[src/mwae_pkg.sv]
// Shared widths, request and configuration types for the memory test engine.
// The bus carries one 32-bit word per transaction and addresses are physical.
package mwae_pkg;

  localparam int ADDR_W     = 32;
  localparam int DATA_W     = 32;
  localparam int CNT_W      = 8;
  // Strides are given in cache lines of 64 bytes
  localparam int LINE_SHIFT = 6;

  localparam logic [2:0] ALG_1A = 3'd1;

  typedef logic [ADDR_W-1:0] addr_t;
  typedef logic [DATA_W-1:0] data_t;

  typedef struct packed {
    addr_t addr;
    data_t data;
  } wr_req_t;

  typedef struct packed {
    addr_t addr;
  } rd_req_t;

  // Locked test setup with the strides already scaled to bytes
  typedef struct packed {
    addr_t            start_addr;
    addr_t            real_incr;
    addr_t            real_set_offset;
    data_t            pattern;
    logic             pattern_incr;
    logic [CNT_W-1:0] txn_per_set;
    logic [CNT_W-1:0] num_sets;
    logic [CNT_W-1:0] num_loops;
  } test_cfg_t;

  typedef enum logic [2:0] {
    FSM_IDLE,
    FSM_LOCK,
    FSM_DECODE,
    FSM_RUN,
    FSM_DRAIN,
    FSM_WAIT_CLEAR
  } fsm_state_t;

  typedef enum logic [2:0] {
    SEQ_IDLE,
    SEQ_WRITE,
    SEQ_WR_WAIT,
    SEQ_READ,
    SEQ_RD_WAIT,
    SEQ_HOLD
  } seq_state_t;

endpackage

[src/expect_if.sv]
// Expected read values from the sequencer to the compare block.
// One expectation transfers per accepted read request.
`timescale 1ns/1ns

interface expect_if
  import mwae_pkg::*;
();

  logic             valid;
  logic             ready;
  addr_t            addr;
  data_t            pattern;
  logic [CNT_W-1:0] loop;
  logic [CNT_W-1:0] set;

  modport seq (output valid, addr, pattern, loop, set, input ready);
  modport cmp (input valid, addr, pattern, loop, set, output ready);

endinterface

[src/mwae_cfg_decode.sv]
// Locks the test setup on a lock strobe and derives strides and counts one cycle later.
// A set count of zero runs one set, as an increment count of zero runs one transaction.
// The locked values are undefined until the first lock after reset.
`timescale 1ns/1ns

module mwae_cfg_decode
  import mwae_pkg::*;
(
  input  logic             i_rtl_clk,
  input  logic             i_reset_n,
  input  logic             i_lock,
  input  logic [2:0]       i_algorithm,
  input  addr_t            i_start_addr,
  input  addr_t            i_addr_incr,
  input  addr_t            i_set_offset,
  input  data_t            i_pattern,
  input  logic             i_pattern_param,
  input  logic [CNT_W-1:0] i_num_incr,
  input  logic [CNT_W-1:0] i_num_sets,
  input  logic [CNT_W-1:0] i_num_loops,
  output test_cfg_t        o_cfg,
  output logic             o_cfg_illegal
);

  addr_t            start_q;
  addr_t            incr_q;
  addr_t            set_off_q;
  data_t            pattern_q;
  logic             pattern_incr_q;
  logic [CNT_W-1:0] num_incr_q;
  logic [CNT_W-1:0] num_sets_q;
  logic [CNT_W-1:0] num_loops_q;
  addr_t            real_incr_q;
  addr_t            real_set_off_q;
  logic [CNT_W-1:0] txn_per_set_q;
  logic [CNT_W-1:0] sets_q;
  logic             illegal_q;

  always_ff @(posedge i_rtl_clk)
  begin
    if (i_lock)
    begin
      start_q        <= i_start_addr;
      incr_q         <= i_addr_incr;
      set_off_q      <= i_set_offset;
      pattern_q      <= i_pattern;
      pattern_incr_q <= i_pattern_param;
      num_incr_q     <= i_num_incr;
      num_sets_q     <= i_num_sets;
      num_loops_q    <= i_num_loops;
    end
  end

  // Only algorithm 1a is built, and a zero loop count would never end
  always_ff @(posedge i_rtl_clk)
  begin
    if (!i_reset_n)
      illegal_q <= 1'b0;
    else if (i_lock)
      illegal_q <= (i_algorithm != ALG_1A) || (i_num_loops == '0);
  end

  always_ff @(posedge i_rtl_clk)
  begin
    real_incr_q    <= incr_q << LINE_SHIFT;
    real_set_off_q <= set_off_q << LINE_SHIFT;
    txn_per_set_q  <= (num_incr_q == '0) ? CNT_W'(1) : num_incr_q;
    sets_q         <= (num_sets_q == '0) ? CNT_W'(1) : num_sets_q;
  end

  always_comb
  begin
    o_cfg.start_addr      = start_q;
    o_cfg.real_incr       = real_incr_q;
    o_cfg.real_set_offset = real_set_off_q;
    o_cfg.pattern         = pattern_q;
    o_cfg.pattern_incr    = pattern_incr_q;
    o_cfg.txn_per_set     = txn_per_set_q;
    o_cfg.num_sets        = sets_q;
    o_cfg.num_loops       = num_loops_q;
  end

  assign o_cfg_illegal = illegal_q;

endmodule

[src/mwae_top_fsm.sv]
// Test control. A nonzero algorithm code in idle starts a test, zero aborts it.
// After done or a config error the code must return to zero before the next start.
`timescale 1ns/1ns

module mwae_top_fsm
  import mwae_pkg::*;
(
  input  logic       i_rtl_clk,
  input  logic       i_reset_n,
  input  logic [2:0] i_algorithm,
  input  logic       i_cfg_illegal,
  input  logic       i_seq_done,
  input  logic       i_drained,
  output logic       o_lock,
  output logic       o_run,
  output logic       o_abort,
  output logic       o_busy,
  output logic       o_done,
  output logic       o_config_error
);

  fsm_state_t state_q;
  fsm_state_t state_d;
  logic       active;
  logic       go_cfg_err;

  assign active     = state_q inside {FSM_LOCK, FSM_DECODE, FSM_RUN};
  assign o_busy     = active || (state_q == FSM_DRAIN);
  assign o_lock     = (state_q == FSM_IDLE) && (i_algorithm != 3'd0);
  assign o_abort    = o_busy && (i_algorithm == 3'd0);
  assign go_cfg_err = (state_q == FSM_LOCK) && !o_abort && i_cfg_illegal;

  // The legality flag is valid from the lock state on, so an illegal test never runs
  assign o_run = active && !o_abort && !go_cfg_err;

  always_comb
  begin
    state_d = state_q;
    case (state_q)
      FSM_IDLE:
        if (o_lock)
          state_d = FSM_LOCK;
      FSM_LOCK:
        if (o_abort)
          state_d = FSM_DRAIN;
        else if (go_cfg_err)
          state_d = FSM_WAIT_CLEAR;
        else
          state_d = FSM_DECODE;
      FSM_DECODE:
        state_d = o_abort ? FSM_DRAIN : FSM_RUN;
      FSM_RUN:
        if (o_abort || i_seq_done)
          state_d = FSM_DRAIN;
      FSM_DRAIN:
        if (i_drained)
          state_d = FSM_WAIT_CLEAR;
      FSM_WAIT_CLEAR:
        if (i_algorithm == 3'd0)
          state_d = FSM_IDLE;
      default:
        state_d = FSM_IDLE;
    endcase
  end

  always_ff @(posedge i_rtl_clk)
  begin
    if (!i_reset_n)
    begin
      state_q        <= FSM_IDLE;
      o_done         <= 1'b0;
      o_config_error <= 1'b0;
    end
    else
    begin
      state_q <= state_d;
      // Done lands in the first cycle after busy, only on the drain path
      o_done  <= (state_q == FSM_DRAIN) && i_drained;
      if (go_cfg_err)
        o_config_error <= 1'b1;
      else if ((state_q == FSM_WAIT_CLEAR) && (i_algorithm == 3'd0))
        o_config_error <= 1'b0;
    end
  end

endmodule

[src/chan_slice.sv]
// One-entry valid/ready register stage for any payload type.
// The output payload is stable while valid waits for ready.
`timescale 1ns/1ns

module chan_slice #(
  parameter type payload_t = logic
)
(
  input  logic     i_rtl_clk,
  input  logic     i_reset_n,
  input  logic     i_valid,
  output logic     o_ready,
  input  payload_t i_data,
  output logic     o_valid,
  input  logic     i_ready,
  output payload_t o_data
);

  logic     full_q;
  payload_t data_q;

  // Accept when empty or when the held entry leaves this cycle
  assign o_ready = !full_q || i_ready;
  assign o_valid = full_q;
  assign o_data  = data_q;

  always_ff @(posedge i_rtl_clk)
  begin
    if (!i_reset_n)
      full_q <= 1'b0;
    else if (o_ready)
      full_q <= i_valid;
  end

  always_ff @(posedge i_rtl_clk)
  begin
    if (i_valid && o_ready)
      data_q <= i_data;
  end

endmodule

[src/alg1a_sequencer.sv]
// Algorithm 1a address and pattern generator. Per loop and set it writes the set,
// waits for all write responses, reads the set back and waits for all read responses.
// Address is start + set * set offset + n * increment, pattern is base + loop (+ n).
`timescale 1ns/1ns

module alg1a_sequencer
  import mwae_pkg::*;
(
  input  logic      i_rtl_clk,
  input  logic      i_reset_n,
  input  test_cfg_t i_cfg,
  input  logic      i_run,
  input  logic      i_abort,
  input  logic      i_wr_resp_valid,
  input  logic      i_rd_resp_valid,
  output logic      o_seq_done,
  output logic      o_drained,
  expect_if.seq     expect_bus,
  output logic      o_wr_valid,
  output addr_t     o_wr_addr,
  output data_t     o_wr_data,
  input  logic      i_wr_ready,
  output logic      o_rd_valid,
  output addr_t     o_rd_addr,
  input  logic      i_rd_ready
);

  seq_state_t       state_q;
  logic [CNT_W-1:0] loop_q;
  logic [CNT_W-1:0] set_q;
  logic [CNT_W-1:0] txn_q;
  logic [CNT_W:0]   wr_out_q;
  logic [CNT_W:0]   rd_out_q;
  addr_t            set_base_q;
  addr_t            cur_addr_q;
  data_t            cur_pat;
  logic             wr_in_valid;
  logic             wr_in_ready;
  logic             rd_in_valid;
  logic             rd_in_ready;
  logic             wr_push;
  logic             rd_push;
  logic             last_txn;
  logic             last_set;
  logic             last_loop;
  wr_req_t          wr_in;
  wr_req_t          wr_out;
  rd_req_t          rd_in;
  rd_req_t          rd_out;

  assign cur_pat = i_cfg.pattern + data_t'(loop_q)
                 + (i_cfg.pattern_incr ? data_t'(txn_q) : '0);

  assign last_txn  = (txn_q == i_cfg.txn_per_set - 1'b1);
  assign last_set  = (set_q == i_cfg.num_sets - 1'b1);
  assign last_loop = (loop_q == i_cfg.num_loops - 1'b1);

  assign wr_in_valid = (state_q == SEQ_WRITE);
  assign wr_push     = wr_in_valid && wr_in_ready;

  // A read leaves only together with its expectation
  assign rd_in_valid      = (state_q == SEQ_READ) && expect_bus.ready;
  assign expect_bus.valid = (state_q == SEQ_READ) && rd_in_ready;
  assign rd_push          = rd_in_valid && rd_in_ready;

  assign expect_bus.addr    = cur_addr_q;
  assign expect_bus.pattern = cur_pat;
  assign expect_bus.loop    = loop_q;
  assign expect_bus.set     = set_q;

  always_ff @(posedge i_rtl_clk)
  begin
    if (!i_reset_n)
    begin
      state_q    <= SEQ_IDLE;
      loop_q     <= '0;
      set_q      <= '0;
      txn_q      <= '0;
      o_seq_done <= 1'b0;
    end
    else
    begin
      o_seq_done <= 1'b0;
      case (state_q)
        SEQ_IDLE:
          if (i_run)
          begin
            state_q    <= SEQ_WRITE;
            loop_q     <= '0;
            set_q      <= '0;
            txn_q      <= '0;
            set_base_q <= i_cfg.start_addr;
            cur_addr_q <= i_cfg.start_addr;
          end
        SEQ_WRITE, SEQ_READ:
          if (wr_push || rd_push)
          begin
            if (last_txn)
            begin
              txn_q      <= '0;
              cur_addr_q <= set_base_q;
              state_q    <= (state_q == SEQ_WRITE) ? SEQ_WR_WAIT : SEQ_RD_WAIT;
            end
            else
            begin
              txn_q      <= txn_q + 1'b1;
              cur_addr_q <= cur_addr_q + i_cfg.real_incr;
            end
          end
        SEQ_WR_WAIT:
          if (wr_out_q == '0)
            state_q <= SEQ_READ;
        SEQ_RD_WAIT:
          if (rd_out_q == '0)
          begin
            state_q <= SEQ_WRITE;
            if (!last_set)
            begin
              set_q      <= set_q + 1'b1;
              set_base_q <= set_base_q + i_cfg.real_set_offset;
              cur_addr_q <= set_base_q + i_cfg.real_set_offset;
            end
            else
            begin
              set_q      <= '0;
              set_base_q <= i_cfg.start_addr;
              cur_addr_q <= i_cfg.start_addr;
              if (last_loop)
              begin
                state_q    <= SEQ_HOLD;
                o_seq_done <= 1'b1;
              end
              else
                loop_q <= loop_q + 1'b1;
            end
          end
        SEQ_HOLD:
          if (!i_run)
            state_q <= SEQ_IDLE;
        default:
          state_q <= SEQ_IDLE;
      endcase
      // Abort stops issuing at once and lets the outstanding traffic drain
      if (i_abort && (state_q inside {SEQ_WRITE, SEQ_WR_WAIT, SEQ_READ, SEQ_RD_WAIT}))
        state_q <= SEQ_HOLD;
    end
  end

  // Outstanding counts include requests still held in the slices
  always_ff @(posedge i_rtl_clk)
  begin
    if (!i_reset_n)
    begin
      wr_out_q <= '0;
      rd_out_q <= '0;
    end
    else
    begin
      wr_out_q <= wr_out_q + {{CNT_W{1'b0}}, wr_push} - {{CNT_W{1'b0}}, i_wr_resp_valid};
      rd_out_q <= rd_out_q + {{CNT_W{1'b0}}, rd_push} - {{CNT_W{1'b0}}, i_rd_resp_valid};
    end
  end

  assign o_drained = (wr_out_q == '0) && (rd_out_q == '0);

  assign wr_in.addr = cur_addr_q;
  assign wr_in.data = cur_pat;
  assign rd_in.addr = cur_addr_q;

  chan_slice #(.payload_t(wr_req_t)) u_wr_slice (
    .i_rtl_clk (i_rtl_clk),
    .i_reset_n (i_reset_n),
    .i_valid   (wr_in_valid),
    .o_ready   (wr_in_ready),
    .i_data    (wr_in),
    .o_valid   (o_wr_valid),
    .i_ready   (i_wr_ready),
    .o_data    (wr_out)
  );

  chan_slice #(.payload_t(rd_req_t)) u_rd_slice (
    .i_rtl_clk (i_rtl_clk),
    .i_reset_n (i_reset_n),
    .i_valid   (rd_in_valid),
    .o_ready   (rd_in_ready),
    .i_data    (rd_in),
    .o_valid   (o_rd_valid),
    .i_ready   (i_rd_ready),
    .o_data    (rd_out)
  );

  assign o_wr_addr = wr_out.addr;
  assign o_wr_data = wr_out.data;
  assign o_rd_addr = rd_out.addr;

endmodule

[src/self_check_compare.sv]
// Expectation FIFO and read data compare. EXP_DEPTH must be a power of two, 2 or more.
// Read responses return in order, one per accepted read. Only the first mismatch
// after a lock is logged, and a read with an error response is not compared.
`timescale 1ns/1ns

module self_check_compare
  import mwae_pkg::*;
#(
  parameter int EXP_DEPTH = 4
)
(
  input  logic             i_rtl_clk,
  input  logic             i_reset_n,
  input  logic             i_lock,
  input  logic             i_rd_resp_valid,
  input  data_t            i_rd_resp_data,
  input  logic             i_rd_resp_err,
  input  logic             i_wr_resp_valid,
  input  logic             i_wr_resp_err,
  expect_if.cmp            expect_bus,
  output logic             o_error_valid,
  output addr_t            o_error_addr,
  output data_t            o_error_expected,
  output data_t            o_error_observed,
  output logic [CNT_W-1:0] o_error_loop,
  output logic [CNT_W-1:0] o_error_set,
  output logic             o_slverr
);

  localparam int PTR_W = $clog2(EXP_DEPTH);

  typedef struct packed {
    addr_t            addr;
    data_t            pattern;
    logic [CNT_W-1:0] loop;
    logic [CNT_W-1:0] set;
  } exp_entry_t;

  exp_entry_t     fifo_mem [EXP_DEPTH];
  exp_entry_t     head;
  logic [PTR_W:0] wr_ptr_q;
  logic [PTR_W:0] rd_ptr_q;
  logic           fifo_full;
  logic           fifo_empty;
  logic           push;
  logic           pop;
  logic           mismatch;

  // The extra pointer bit tells a full FIFO from an empty one
  assign fifo_empty = (wr_ptr_q == rd_ptr_q);
  assign fifo_full  = (wr_ptr_q[PTR_W] != rd_ptr_q[PTR_W])
                   && (wr_ptr_q[PTR_W-1:0] == rd_ptr_q[PTR_W-1:0]);

  assign expect_bus.ready = !fifo_full;
  assign push = expect_bus.valid && !fifo_full;
  assign pop  = i_rd_resp_valid && !fifo_empty;
  assign head = fifo_mem[rd_ptr_q[PTR_W-1:0]];

  assign mismatch = pop && !i_rd_resp_err && (i_rd_resp_data != head.pattern);

  always_ff @(posedge i_rtl_clk)
  begin
    if (push)
    begin
      fifo_mem[wr_ptr_q[PTR_W-1:0]].addr    <= expect_bus.addr;
      fifo_mem[wr_ptr_q[PTR_W-1:0]].pattern <= expect_bus.pattern;
      fifo_mem[wr_ptr_q[PTR_W-1:0]].loop    <= expect_bus.loop;
      fifo_mem[wr_ptr_q[PTR_W-1:0]].set     <= expect_bus.set;
    end
  end

  always_ff @(posedge i_rtl_clk)
  begin
    if (!i_reset_n)
    begin
      wr_ptr_q <= '0;
      rd_ptr_q <= '0;
    end
    else
    begin
      if (push)
        wr_ptr_q <= wr_ptr_q + 1'b1;
      if (pop)
        rd_ptr_q <= rd_ptr_q + 1'b1;
    end
  end

  always_ff @(posedge i_rtl_clk)
  begin
    if (!i_reset_n)
    begin
      o_error_valid <= 1'b0;
      o_slverr      <= 1'b0;
    end
    else if (i_lock)
    begin
      o_error_valid <= 1'b0;
      o_slverr      <= 1'b0;
    end
    else
    begin
      if (mismatch)
        o_error_valid <= 1'b1;
      if ((i_rd_resp_valid && i_rd_resp_err) || (i_wr_resp_valid && i_wr_resp_err))
        o_slverr <= 1'b1;
    end
  end

  always_ff @(posedge i_rtl_clk)
  begin
    if (mismatch && !o_error_valid)
    begin
      o_error_addr     <= head.addr;
      o_error_expected <= head.pattern;
      o_error_observed <= i_rd_resp_data;
      o_error_loop     <= head.loop;
      o_error_set      <= head.set;
    end
  end

endmodule

[src/mwae_top.sv]
// Memory test engine running algorithm 1a with self-checking, one word per transaction.
// Responses must come back in order and are always accepted.
// Settings are sampled once when a nonzero algorithm code starts a test.
`timescale 1ns/1ns

module mwae_top
  import mwae_pkg::*;
#(
  parameter int EXP_DEPTH = 4
)
(
  input  logic             rtl_clk,
  input  logic             reset_n,
  input  logic [2:0]       i_algorithm,
  input  addr_t            i_start_addr,
  input  addr_t            i_addr_incr,
  input  addr_t            i_set_offset,
  input  data_t            i_pattern,
  input  logic             i_pattern_param,
  input  logic [CNT_W-1:0] i_num_incr,
  input  logic [CNT_W-1:0] i_num_sets,
  input  logic [CNT_W-1:0] i_num_loops,
  output logic             o_wr_valid,
  output addr_t            o_wr_addr,
  output data_t            o_wr_data,
  input  logic             i_wr_ready,
  input  logic             i_wr_resp_valid,
  input  logic             i_wr_resp_err,
  output logic             o_rd_valid,
  output addr_t            o_rd_addr,
  input  logic             i_rd_ready,
  input  logic             i_rd_resp_valid,
  input  data_t            i_rd_resp_data,
  input  logic             i_rd_resp_err,
  output logic             o_busy,
  output logic             o_done,
  output logic             o_config_error,
  output logic             o_error_valid,
  output addr_t            o_error_addr,
  output data_t            o_error_expected,
  output data_t            o_error_observed,
  output logic [CNT_W-1:0] o_error_loop,
  output logic [CNT_W-1:0] o_error_set,
  output logic             o_slverr
);

  test_cfg_t cfg;
  logic      cfg_illegal;
  logic      lock;
  logic      run;
  logic      abort;
  logic      seq_done;
  logic      drained;

  expect_if u_expect ();

  mwae_cfg_decode u_decode (
    .i_rtl_clk       (rtl_clk),
    .i_reset_n       (reset_n),
    .i_lock          (lock),
    .i_algorithm     (i_algorithm),
    .i_start_addr    (i_start_addr),
    .i_addr_incr     (i_addr_incr),
    .i_set_offset    (i_set_offset),
    .i_pattern       (i_pattern),
    .i_pattern_param (i_pattern_param),
    .i_num_incr      (i_num_incr),
    .i_num_sets      (i_num_sets),
    .i_num_loops     (i_num_loops),
    .o_cfg           (cfg),
    .o_cfg_illegal   (cfg_illegal)
  );

  mwae_top_fsm u_fsm (
    .i_rtl_clk      (rtl_clk),
    .i_reset_n      (reset_n),
    .i_algorithm    (i_algorithm),
    .i_cfg_illegal  (cfg_illegal),
    .i_seq_done     (seq_done),
    .i_drained      (drained),
    .o_lock         (lock),
    .o_run          (run),
    .o_abort        (abort),
    .o_busy         (o_busy),
    .o_done         (o_done),
    .o_config_error (o_config_error)
  );

  alg1a_sequencer u_seq (
    .i_rtl_clk       (rtl_clk),
    .i_reset_n       (reset_n),
    .i_cfg           (cfg),
    .i_run           (run),
    .i_abort         (abort),
    .i_wr_resp_valid (i_wr_resp_valid),
    .i_rd_resp_valid (i_rd_resp_valid),
    .o_seq_done      (seq_done),
    .o_drained       (drained),
    .expect_bus      (u_expect.seq),
    .o_wr_valid      (o_wr_valid),
    .o_wr_addr       (o_wr_addr),
    .o_wr_data       (o_wr_data),
    .i_wr_ready      (i_wr_ready),
    .o_rd_valid      (o_rd_valid),
    .o_rd_addr       (o_rd_addr),
    .i_rd_ready      (i_rd_ready)
  );

  self_check_compare #(.EXP_DEPTH(EXP_DEPTH)) u_compare (
    .i_rtl_clk        (rtl_clk),
    .i_reset_n        (reset_n),
    .i_lock           (lock),
    .i_rd_resp_valid  (i_rd_resp_valid),
    .i_rd_resp_data   (i_rd_resp_data),
    .i_rd_resp_err    (i_rd_resp_err),
    .i_wr_resp_valid  (i_wr_resp_valid),
    .i_wr_resp_err    (i_wr_resp_err),
    .expect_bus       (u_expect.cmp),
    .o_error_valid    (o_error_valid),
    .o_error_addr     (o_error_addr),
    .o_error_expected (o_error_expected),
    .o_error_observed (o_error_observed),
    .o_error_loop     (o_error_loop),
    .o_error_set      (o_error_set),
    .o_slverr         (o_slverr)
  );

endmodule

[config.mk]
export PLATFORM = sky130hd
export DESIGN_NAME = mwae_top
export DESIGN_NICKNAME = d
export VERILOG_FILES = /design/src/mwae_pkg.sv /design/src/expect_if.sv /design/src/mwae_cfg_decode.sv /design/src/mwae_top_fsm.sv /design/src/chan_slice.sv /design/src/alg1a_sequencer.sv /design/src/self_check_compare.sv /design/src/mwae_top.sv
export SDC_FILE = /design/constraint.sdc
export NUM_CORES = 1
export LEC_CHECK = 0
export ABC_AREA = 1
export BUFFER_PORTS_ARGS = -buffer_cell sky130_fd_sc_hd__buf_2
export CORE_MARGIN = 4
export CORE_UTILIZATION = 59
export DETAILED_ROUTE_END_ITERATION = 7
export PLACE_DENSITY = 0.8
export SYNTH_ARGS = -nofsm -noshare
export SYNTH_HDL_FRONTEND = slang
export SYNTH_SLANG_ARGS = --single-unit
[constraint.sdc]
create_clock -name rtl_clk -period 9.4 [get_ports rtl_clk]
set_input_delay 1.41 -clock rtl_clk [delete_from_list [all_inputs] [get_ports rtl_clk]]
set_output_delay 1.41 -clock rtl_clk [all_outputs]
set_load 0.01 [all_outputs]
* After elaboration in Yosys (flattened, before gate mapping)
Memory sizes are Yosys's and may differ from the RTL's. A register that Yosys moved wholly into a read port is not among the register bits.
Index checks and enable logic that the tools add are counted.
** Storage, ports and cells
- Latch bits :: 0
- Memories :: 1
- Logic and storage cells :: 203
- RAM bits :: 320
- Flip-flop bits (word level) :: 543
- Memory bits (read-only) :: 0
- Bits of input ports :: 196
- Output and inout port bits :: 215
** Memories
- u_compare.fifo_mem :: words 4, bits a word 80, read ports 1, clocked after Yosys merged registers in 1, write ports 1, line self_check_compare.sv:39 : exp_entry_t fifo_mem [EXP_DEPTH];
** Operators by class
- Multiplexer cells :: 45
- Bitwise gates (word level) :: 1
- $lt $le $gt $ge :: 0
- Multiply operators :: 0
- Shift-type cells :: 0
- Add/subtract/negate cells :: 16
- Reductions and logical operators :: 64
- Divide/modulo/power cells :: 0
- Eq/ne operators :: 36
** Operators with widths (count)
- $mux W32 :: 5
- $add A32 B32 Y32 :: 3
- $pmux W32 S3 :: 1
- $mux W8 :: 9
- $pmux W32 S2 :: 1
- $mux W3 :: 17
- $pmux W8 S2 :: 3
- $add A32 B8 Y32 :: 1
- $ne A32 B32 Y1 :: 1
- $add A8 B1 Y8 const B :: 3
- $eq A8 B8 Y1 :: 3
- $logic_not A8 Y1 :: 3
- $sub A8 B1 Y8 const B :: 3
- $logic_and A1 B1 Y1 :: 22
- $add A9 B1 Y9 :: 2
- $logic_not A9 Y1 :: 2
- $pmux W3 S6 :: 1
- $sub A9 B1 Y9 :: 2
- $ne A2 B1 Y1 const B :: 8
- $pmux W3 S5 :: 1
- $eq A3 B2 Y1 const B :: 4
- $eq A3 B3 Y1 const B :: 4
- $ne A3 B1 Y1 const B :: 4
- $reduce_and A4 Y1 :: 3
- 21 further kinds :: 56

* Depth between registers and ports, before layout
Gate-level depths: netlist of the first run.
- Word-level depth :: 12
- Mapped depth :: 17
- Depth with buffers taken out :: 16

* Modules after synthesis
Synthesis of the first run repeated with hierarchy kept, for this count alone.
** Unflattened totals
- Cell total of the unflattened synthesis :: 3595
- Area, all modules :: 38062.8 sq um
** Modules (own cells, without submodules)
- self_check_compare :: cells an instance 1207, seq. area each 13172.6 sq um, area each 16594.7 sq um, times used 1
- alg1a_sequencer :: cells an instance 1955, seq. area each 2842.7 sq um, area each 12254.3 sq um, times used 1
- mwae_cfg_decode :: cells an instance 260, seq. area each 5615.4 sq um, area each 5876.9 sq um, times used 1
- chan_slice (u_seq.u_wr_slice) :: cells an instance 71, seq. area each 1941.9 sq um, area each 1973.1 sq um, times used 1
- chan_slice (u_seq.u_rd_slice) :: cells an instance 39, seq. area each 980.9 sq um, area each 1012.2 sq um, times used 1
- mwae_top_fsm :: cells an instance 63, seq. area each 100.1 sq um, area each 351.6 sq um, times used 1

* Worst setup path before layout of the first run
Ideal clock, no wire load.
- Path type :: input port to flip-flop
- Start :: in i_algorithm[0]
- End :: reg u_decode.illegal_q, in the netlist u_decode.o_cfg_illegal
- Setup slack :: 1239 ps
- Stages on the path :: 4
- Buffers on the path :: 0
- Arrival time :: 8039 ps
- Library setup time :: 122 ps
- Required time :: 9278 ps
- Cells stage by stage :: nor3_4 -> nor2_1 -> o21ai_0 -> a41oi_1
** On the way
- Longest elaborated chain between the ends :: 2
- Elaborated cells between the ends (all ways) :: 4
- Those cells by class :: eq/ne: 1; reduce/logical: 3
** Ends and longest elaborated chain
- from (decl) :: line mwae_top.sv:14 : input logic [2:0] i_algorithm,
- $reduce_bool A3 Y1 :: line mwae_top_fsm.sv:29 : assign o_lock = (state_q == FSM_IDLE) && (i_algorithm != 3'd0);
- $logic_and A1 B1 Y1 :: line mwae_top_fsm.sv:29
- net lock :: line mwae_top.sv:49 : logic lock;
- to (signal assigned) :: line mwae_cfg_decode.sv:60 : illegal_q <= (i_algorithm != ALG_1A) || (i_num_loops == '0);
- to (decl) :: line mwae_cfg_decode.sv:37 : logic illegal_q;
The timed path passes the listed nets, and every way through them passes these cells.
A chain may end at the register's enable or synchronous reset.

==> flow_summary.ini, run 1 <==
[finish]
layout_common_cells = edfxtp_1, nand2_1, buf_2, inv_1, nor2_1
num-fill-cells = 4245
fin_nets = 3842
syn_to_final_growth_pct = 15.1
final_common_cell = edfxtp_1
largest_reg_flops = 320
utilization_pct = 69.0
fin_area_um2 = 41800
layout-drive-gt1-share_pct = 17.0

[hold_path]
hold_class = reg2reg

[power_and_ir_drop]
powerDensity_nw_per_um2 = 332
p_leak_nw = 16.7
peakVddDrop_mv = 0.274

[logic_synthesis]
synth_fp_nets = 3437
synth.avg_cell_area_um2 = 11.6
yosys_warnings = 0
syn_area_um2 = 36300
synth_edf_count = 733
synthFlopType = edfxtp_1
ys_types = 52
synth-seq-cells = 865
synth_cells = 3135
seq_area_frac_synth_pct = 67.9
synthArstFlopShare_pct = 0

[clock_tree]
clk_latency_ps = 630
cts.sinks = 865
ctsHoldBuffers = 0
post-cts-setup-buffers = 0
clk_pin_slew_ps = 60
post_cts_resize_count = 0
cts_buffer_depth = 3
tritoncts = built
cts_buffers = 85
cts_root_buffer = clkbuf_16
ctsHtreeMaxLevel = 3

[detailed_routing]
routed.top_layer = met4
avgRoutedWirePerCell_um = 19.5
viasPerCell = 5.60
drt-initial-drc-count = 2304
drc = 0
m1WireLength_mm = 35.7
wl_mm = 85.7
drtAntennaViolNets = 0
vias = 24600
wl_met2_mm = 40.3
wl_met3_mm = 6.94
first_pass_iters = 5

[floorplan]
rows = 90
fp.dieH_um = 256
coreArea_um2 = 60600
pin_count = 411
die_x_um = 256
dieArea_um2 = 65500
start_util_pct = 59.9

[setup_path]
crit_type = reg2reg
crit_fanout = 95
required_ps = 9650
crit_arrival_ps = 5580
end_kind = flop
cp-start-kind = flop

[timing]
setup_slack_ps = 4060
tightest_slew_ps = 1030
setup_viol = 0
fin_setup_tns_ps = 0
finalHoldViolations = 0
fmax_mhz = 187
skew_ps = 16.9
finalCritPeriodShare_pct = 56.8
final_max_slew_viol_count = 0
relSlewSlack_pct = 31.2
rsz0062_at_grt = false
whs_ps = 335
fin_crit_ps = 5340

[place]
io_buffers = 398
pre_cts_slack_ps = 4140
hpwl_mm = 58.0
gp_congestion = 0.938
placed_cell_area_um2 = 39000

[global_route]
grt_max_degree = 99
antenna_found_initial = 4
grt_pass1_vias = 23200
grt.total_usage_pct = 25.4
grt_pass1_wl_mm = 130
grt-ovfl-total = 0

[run]
drv_cap = 0

[outcome]
outcome = completed
-- where the power goes --
group	total, mW	switching (mW)	internal (mW)
clock network	3.30	1.42	1.87
logic	4.47	3.05	1.42
registers	6.09	0.628	5.47
total	13.9	5.10	8.77
-- critical path: stages (launching register included) --
cell and delay, ps:
dfxtp_4 570, inv_4 840, buf_4 700, nand2_1 120
nand3_1 100, nand2_1 130, inv_1 90, nand2_1 50
nand2_1 60, inv_1 50, nand2_1 50, nor2_1 40
nand2_1 100, nor2_1 50, nand2_1 190, nand2_1 150
nor2_4 100, buf_4 610, buf_4 760
-- synth_stat cells (3+ instances only) --
| library cell | instances | area [um2] |
|---|---|---|
| o21ai_1 | 44 | 220 |
| ha_1 | 93 | 1160 |
| or2_1 | 3 | 18.8 |
| fa_1 | 13 | 260 |
| nand2_1 | 588 | 2210 |
| inv_2 | 10 | 37.5 |
| o211ai_1 | 29 | 218 |
| nor2_1 | 275 | 1030 |
| inv_1 | 277 | 1040 |
| xnor2_1 | 26 | 228 |
| buf_6 | 4 | 45.0 |
| a21o_1 | 9 | 67.6 |
| nand2_2 | 7 | 43.8 |
| edfxtp_1 | 733 | 22000 |
| and2_1 | 3 | 18.8 |
| nand4_1 | 28 | 175 |
| nor3_1 | 34 | 170 |
| nand3_1 | 194 | 971 |
| or2_2 | 7 | 43.8 |
| buf_2 | 31 | 155 |
| a21oi_1 | 121 | 606 |
| o211ai_2 | 4 | 50.1 |
| o21bai_1 | 10 | 75.1 |
| nor3b_1 | 3 | 22.5 |
| nand3b_1 | 4 | 30.0 |
| xor2_1 | 84 | 736 |
| nand3_2 | 5 | 50.1 |
| nor4_1 | 13 | 81.3 |
| buf_4 | 4 | 30.0 |
| clkbuf_1 | 60 | 225 |
| dfxtp_1 | 132 | 2640 |
| o21ai_0 | 205 | 1030 |
| nor2_2 | 6 | 37.5 |
| o22ai_1 | 48 | 300 |
-- cells by family after synthesis --
| logic type | Yosys count | share of synthesized area [%] |
|---|---|---|
| AND/OR/NAND/NOR | 1183 | 13.9 |
| flip-flops | 865 | 67.9 |
| AO/OA/AOI/OAI | 483 | 7.35 |
| buffers and inverters | 388 | 4.24 |
| XOR/XNOR | 110 | 2.65 |
| adder cells (fa/ha/maj) | 106 | 3.92 |
-- area by class of cell --
class	count	area, um2	share of cell area (%)
Clock inverter	55	474	1.13
Antenna cell	5	12.5	0.0299
Timing Repair Buffer	419	2150	5.14
Sequential cell	865	24700	59.0
Tap cell	782	978	2.34
Multi-Input combinational cell	1882	10200	24.3
Clock buffer	105	2270	5.44
Inverter	287	1080	2.59
-- routing by layer --
| metal | vias to the layer above | global-route usage [%] |
|---|---|---|
| met5 | - | 0 |
| met4 | 0 | 9.43 |
| met3 | 153 | 3.79 |
| met2 | 1089 | 40.6 |
| met1 | 11700 | 35.8 |
| li1 | 11700 | - |
-- through the flow --
stage	cells	power, mW
floorplan	3135	9.17
global route	4400	14.7
finish	4400	13.9
CTS	4395	13.9
detailed placement	4235	10.5
global placement	4235	10.4
-- path summary, 6_finish.rpt --
kind	start	slack [ps]	depth (start not counted)	endpoint
max reg2reg	flop	4060	18	u_compare.o_error_addr[30]
min reg2reg	u_decode.set_off_q[8]	340	0	u_decode.real_set_off_q[14]
min	u_decode.set_off_q[8]	340	0	u_decode.real_set_off_q[14]
max	flop	4060	18	u_compare.o_error_addr[30]
(Power assumes the default switching activity.)
==> inputs of run 2 (changes only) <==
--- a/config.mk
+++ b/config.mk
@@ -5,12 +5,12 @@
 export SDC_FILE = /design/constraint.sdc
 export NUM_CORES = 1
 export LEC_CHECK = 0
-export ABC_AREA = 1
+export ABC_AREA = 0
 export BUFFER_PORTS_ARGS = -buffer_cell sky130_fd_sc_hd__buf_2
 export CORE_MARGIN = 4
-export CORE_UTILIZATION = 59
+export CORE_UTILIZATION = 58
 export DETAILED_ROUTE_END_ITERATION = 7
-export PLACE_DENSITY = 0.8
+export PLACE_DENSITY = 0.79
 export SYNTH_ARGS = -nofsm -noshare
 export SYNTH_HDL_FRONTEND = slang
 export SYNTH_SLANG_ARGS = --single-unit
==> constraint.sdc (replaced) <==
create_clock -name rtl_clk -period 5.5 [get_ports rtl_clk]
set_input_delay 0.825 -clock rtl_clk [delete_from_list [all_inputs] [get_ports rtl_clk]]
set_output_delay 0.825 -clock rtl_clk [all_outputs]
set_load 0.01 [all_outputs]
==> run 2 against run 1 <==
Compared with the run above:
- global-route usage is 0.64 points lower
- register-to-register slack worse by 3000 ps
- critical path depth is 6 lower
- combinational power is 26% lower
- clock skew is 4.5 ps higher
- synthesized cell count is 32% lower
- cell area is 3.2% lower
- clock power is 80% higher
- utilization is 0.46 points lower
- non-clock buffer count is 3 higher
==> flow_summary.ini, run 2 <==
[outcome]
outcome = completed

[setup_path]
cp-start-kind = flop
crit_arrival_ps = 4800
cpPeakStageDelay_ps = 820
crit_slowest_cell = a2111oi_0
crit_family = compound AO/OA/AOI/OAI gates
worst-path-buf-inv = 0
crit_top_cell = fa_1
cp-startpoint = u_decode.pattern_incr_q
crit_type = reg2reg
worstReg2RegStart = u_decode.pattern_incr_q
worstPathCellList = and2_1, fa_1, ha_1, fa_1, a21o_1, a21oi_1, o21bai_1, a2111oi_0, nor3_1, nand4_1, nor2_1, xor2_1
required_ps = 5910
end_kind = flop
crit_fanout = 8

[logic_synthesis]
synth_top_area_share_pct = 63.6
synth_top_family_by_area = simple AND/OR/NAND/NOR gates
syn_area_um2 = 34600
ys_top_cells_by_count = edfxtp_1, nand2_1, dfxtp_1, xnor2_1, ha_1
ys_types = 78
yosysMostFrequentCell = edfxtp_1
synth_edf_count = 733
yosys_warnings = 0
synth-seq-cells = 865
synth_compound_area_share_pct = 6.23
synthFlopType = edfxtp_1
yosysTopAreaCell = edfxtp_1
synthMuxAreaShare_pct = 5.83
synthXorXnorAreaFrac_pct = 3.95
synth_cells = 2147
synthArstFlopShare_pct = 0
synth_fp_nets = 2449
synth_area_leaders = edfxtp_1, dfxtp_1, mux4_2
synth-simple-area-share_pct = 7.07
synth.avg_cell_area_um2 = 16.1
yosys.area_share.adder_pct = 4.11
seq_area_frac_synth_pct = 71.2

[timing]
skew_ps = 21.4
setup_viol = 0
fin_crit_ps = 4390
fin_setup_tns_ps = 0
relSlewSlack_pct = 22.5
fmax_mhz = 228
finalCritPeriodShare_pct = 79.8
tightest_slew_ps = 1150
final_max_slew_viol_count = 0
finalHoldViolations = 0
rsz0062_at_grt = false

[detailed_routing]
viasPerCell = 5.89
drt-initial-drc-count = 1615
drc = 0
drtAntennaViolNets = 0
vias = 20200
wl_mm = 79.8
first_pass_iters = 7
avgRoutedWirePerCell_um = 23.3

[clock_tree]
post_cts_resize_count = 0
post-cts-setup-buffers = 0
cts.sinks = 865
clk_latency_ps = 630
ctsHoldBuffers = 0
ctsHtreeMaxLevel = 3
cts_root_buffer = clkbuf_16
cts_buffers = 86
clk_pin_slew_ps = 60
tritoncts = built
cts_buffer_depth = 3

[power_and_ir_drop]
p_leak_nw = 14.9
powerDensity_nw_per_um2 = 443
totalPowerFinal_mw = 17.9
peakVddDrop_mv = 0.291

[floorplan]
start_util_pct = 58.6
die_x_um = 252
coreArea_um2 = 59000
rows = 89
dieArea_um2 = 63600
fp.dieH_um = 252
pin_count = 411

[place]
io_buffers = 398
gp_congestion = 0.902
hpwl_mm = 54.4

[finish]
num-fill-cells = 3829
ff_latch_area_um2 = 24700
fin_nets = 2887
final_common_cell = edfxtp_1
layout_common_cells = edfxtp_1, buf_2, nand2_1, dfxtp_1, xnor2_1
syn_to_final_growth_pct = 16.8
largest_reg_flops = 320
multiInputGateArea_um2 = 9460
layout-drive-gt1-share_pct = 25.2

[run]
drv_cap = 0

[global_route]
grt_pass1_vias = 20100
grt-ovfl-total = 0
antenna_found_initial = 3
grt_pass1_wl_mm = 120
grt.total_usage_pct = 24.8
grt_max_degree = 94

[hold_path]
hold_class = reg2reg
hold_start = u_decode.incr_q[25]
run 2: cell types whose count changed after synthesis, sizes merged, moves of 30 or more:
cell	before	now
a21oi	123	70
and2	3	35
inv	287	62
mux4	0	80
nand2	597	155
nand3	201	27
nor2	283	78
o21ai	251	53
o22ai	48	0
xnor2	26	102
xor2	84	54
run 2: cell type report:
class,instances,area share [%]
repair buffers,422,5.43
diodes,2,0.0124
clock inverters,46,1.28
multi-input cells,1148,23.4
clock buffers,113,5.90
flip-flops and latches,865,61.0
well taps,773,2.39
inverters,62,0.576
run 2: cells by family after synthesis:
| group | Yosys count |
|---|---|
| and+or+nand+nor | 478 |
| buffers and inverters | 134 |
| muxes | 101 |
| DFF | 865 |
| xor gates and xnor gates | 156 |
| AOI/OAI and AO/OA | 307 |
| adders and majority gates | 106 |
run 2: worst paths after layout:
kind | endpoint | slack (ps) | cells past startpoint
setup / recovery | u_compare.fifo_mem[1][43] | 1110 | 12
hold / removal | u_decode.real_incr_q[31] | 330 | 0
setup reg to reg | u_compare.fifo_mem[1][43] | 1110 | 12
hold reg to reg | u_decode.real_incr_q[31] | 330 | 0
run 2: per-stage QoR:
step           instances  hold WS (ps)  utilization, %  setup slack [ps]  cell area (um2)
6_report            3431           329            68.5              1110            40400
5_1_grt             3431           324            68.5               929            40400
4_1_cts             3429           332            68.5              1090            40400
3_5_place_dp        3270           327            63.6              1100            37500
3_3_place_gp        3270           325            63.6              1210            37500
2_1_floorplan       2147           323               -               198            34600
run 2: layer usage:
| layer | vias to the layer above | part of all wire, % | GRT usage [%] |
|---|---|---|---|
| li1 | 9120 | - | - |
| met1 | 10100 | 40 | 32.5 |
| met2 | 878 | 50 | 42.6 |
| met3 | 142 | 7.1 | 4.07 |
| met4 | 2 | 3.1 | 8.31 |
| met5 | - | 0.021 | 0 |
run 2: power by group:
part / leakage, nW / switching (mW) / internal [mW] / total, mW
Clock: 1.42 / 2.41 / 3.54 / 5.95
Sequential: 7.83 / 0.529 / 8.12 / 8.65
Combinational: 5.66 / 2.00 / 1.30 / 3.31
run 2: worst register-to-register path: stages, from the launching register on:
cell and delay (ps):
edfxtp_1 460, and2_1 220, fa_1 480, ha_1 250, fa_1 420, a21o_1 180
a21oi_1 220, o21bai_1 120, a2111oi_0 820, nor3_1 280, nand4_1 310, nor2_1 120
xor2_1 300
==> inputs of run 3 (changes only) <==
--- a/config.mk
+++ b/config.mk
@@ -5,12 +5,12 @@
 export SDC_FILE = /design/constraint.sdc
 export NUM_CORES = 1
 export LEC_CHECK = 0
-export ABC_AREA = 0
+export ABC_AREA = 1
 export BUFFER_PORTS_ARGS = -buffer_cell sky130_fd_sc_hd__buf_2
 export CORE_MARGIN = 4
-export CORE_UTILIZATION = 58
+export CORE_UTILIZATION = 59
 export DETAILED_ROUTE_END_ITERATION = 7
-export PLACE_DENSITY = 0.79
+export PLACE_DENSITY = 0.8
 export SYNTH_ARGS = -nofsm -noshare
 export SYNTH_HDL_FRONTEND = slang
 export SYNTH_SLANG_ARGS = --single-unit
==> constraint.sdc (replaced) <==
create_clock -name rtl_clk -period 4.5 [get_ports rtl_clk]
set_input_delay 0.675 -clock rtl_clk [delete_from_list [all_inputs] [get_ports rtl_clk]]
set_output_delay 0.675 -clock rtl_clk [all_outputs]
set_load 0.01 [all_outputs]
==> run 3 against run 2 <==
Compared with the run above:
- global-route usage up 0.79 points
- clock-buffer cell count down 1
- critical endpoint is now u_compare.o_error_addr[11]
- clock skew up 8.5 ps
- critical path depth up 4
==> flow_summary.ini, run 3 (synthesis results as in run 1) <==
[outcome]
outcome = completed

[floorplan]
fp.dieH_um = 256
start_util_pct = 59.9
coreArea_um2 = 60600
pin_count = 411
die_x_um = 256
rows = 90
dieArea_um2 = 65500

[timing]
tightest_slew_ps = 1090
finalHoldViolations = 0
finalCritPeriodShare_pct = 82.7
rsz0062_at_grt = false
fmax_mhz = 269
skew_ps = 29.9
final_max_slew_viol_count = 0
fin_setup_tns_ps = 0
relSlewSlack_pct = 27.1
setup_viol = 0
fin_crit_ps = 3720

[clock_tree]
post_cts_resize_count = 0
cts_buffers = 85
clk_latency_ps = 630
cts.sinks = 865
cts_buffer_depth = 3
ctsHoldBuffers = 0
ctsHtreeMaxLevel = 3
cts_root_buffer = clkbuf_16
clk_pin_slew_ps = 60
post-cts-setup-buffers = 0
tritoncts = built

[setup_path]
crit_slowest_cell = buf_4
crit_type = reg2reg
worstPathCellList = buf_4, nand2_1, nand3_1, nand2_1, inv_1, nand2_1, nand2_1, inv_1, nand2_1, nor2_1, nand2_1, nor2_1, nand2_1, nand2_1, nor2_4, buf_12
worst-path-buf-inv = 4
crit_arrival_ps = 4020
required_ps = 4800
end_kind = flop
cp-start-kind = flop
crit_family = simple AND/OR/NAND/NOR gates
crit_fanout = 87
cpPeakStageDelay_ps = 690
crit_top_cell = nand2_1

[global_route]
gr-max-usage-layer = met2
grt_pass1_vias = 23500
grt_pass1_wl_mm = 131
grt-ovfl-total = 0
use_met3_pct = 3.96
grt_max_degree = 96
met2_usage_pct = 42.0
grt.total_usage_pct = 25.5
use_met1_pct = 35.3
antenna_found_initial = 4

[run]
drv_cap = 0

[finish]
layout-drive-gt1-share_pct = 17.3
utilization_pct = 69.3
layout_common_cells = edfxtp_1, nand2_1, buf_2, inv_1, nor2_1
fin_nets = 3852
final_common_cell = edfxtp_1
largest_reg_flops = 320
syn_to_final_growth_pct = 15.7

[place]
io_buffers = 398
hpwl_mm = 58.5
gp_congestion = 0.940

[detailed_routing]
avgRoutedWirePerCell_um = 19.5
drtAntennaViolNets = 0
wl_mm = 85.7
drc = 0
vias = 24600
viasPerCell = 5.59
first_pass_iters = 7
drt-initial-drc-count = 2132

[power_and_ir_drop]
p_leak_nw = 16.8
totalPowerFinal_mw = 29.2
powerDensity_nw_per_um2 = 695
peakVddDrop_mv = 0.454

[hold_path]
hold_class = in2reg
run 3: path summary, 6_finish.rpt:
path,slack (ps),cells after the start,end,startpoint
worst max-delay path,780,16,u_compare.o_error_addr[11],flop
worst min-delay path,220,1,u_decode.pattern_q[31],i_pattern[31]
worst max register to register,780,16,u_compare.o_error_addr[11],flop
worst min register to register,330,0,u_decode.real_set_off_q[24],u_decode.set_off_q[18]
run 3: power breakdown:
group	switching (mW)	total, mW	internal [mW]
Sequential	1.21	12.6	11.4
Clock	2.96	7.01	4.05
Combinational	6.50	9.55	3.06
Total	10.7	29.2	18.5
run 3: per-stage QoR:
step	hold WS (ps)	instances	setup WS [ps]	cell area, um2
3_5_place_dp	327	4245	900	39200
4_1_cts	179	4402	768	42000
3_3_place_gp	324	4245	1010	39200
6_report	220	4406	779	42000
5_1_grt	191	4405	615	42000
2_1_floorplan	323	3135	-339	36300
run 3: layout make-up:
class                   count  area (um2)
fillers                  4237       18600
repair buffers            429        2340
well taps                 782         978
clock inverters            45         434
diodes                      4        10.0
flip-flops and latches    865       24700
inverters                 287        1080
clock buffers             112        2350
multi-input cells        1882       10200
run 3: routing by layer:
layer,part of all wire (%),up-vias
li1,-,11800
met1,41,11600
met2,48,1102
met3,8.1,146
met4,2.9,0
met5,0,-
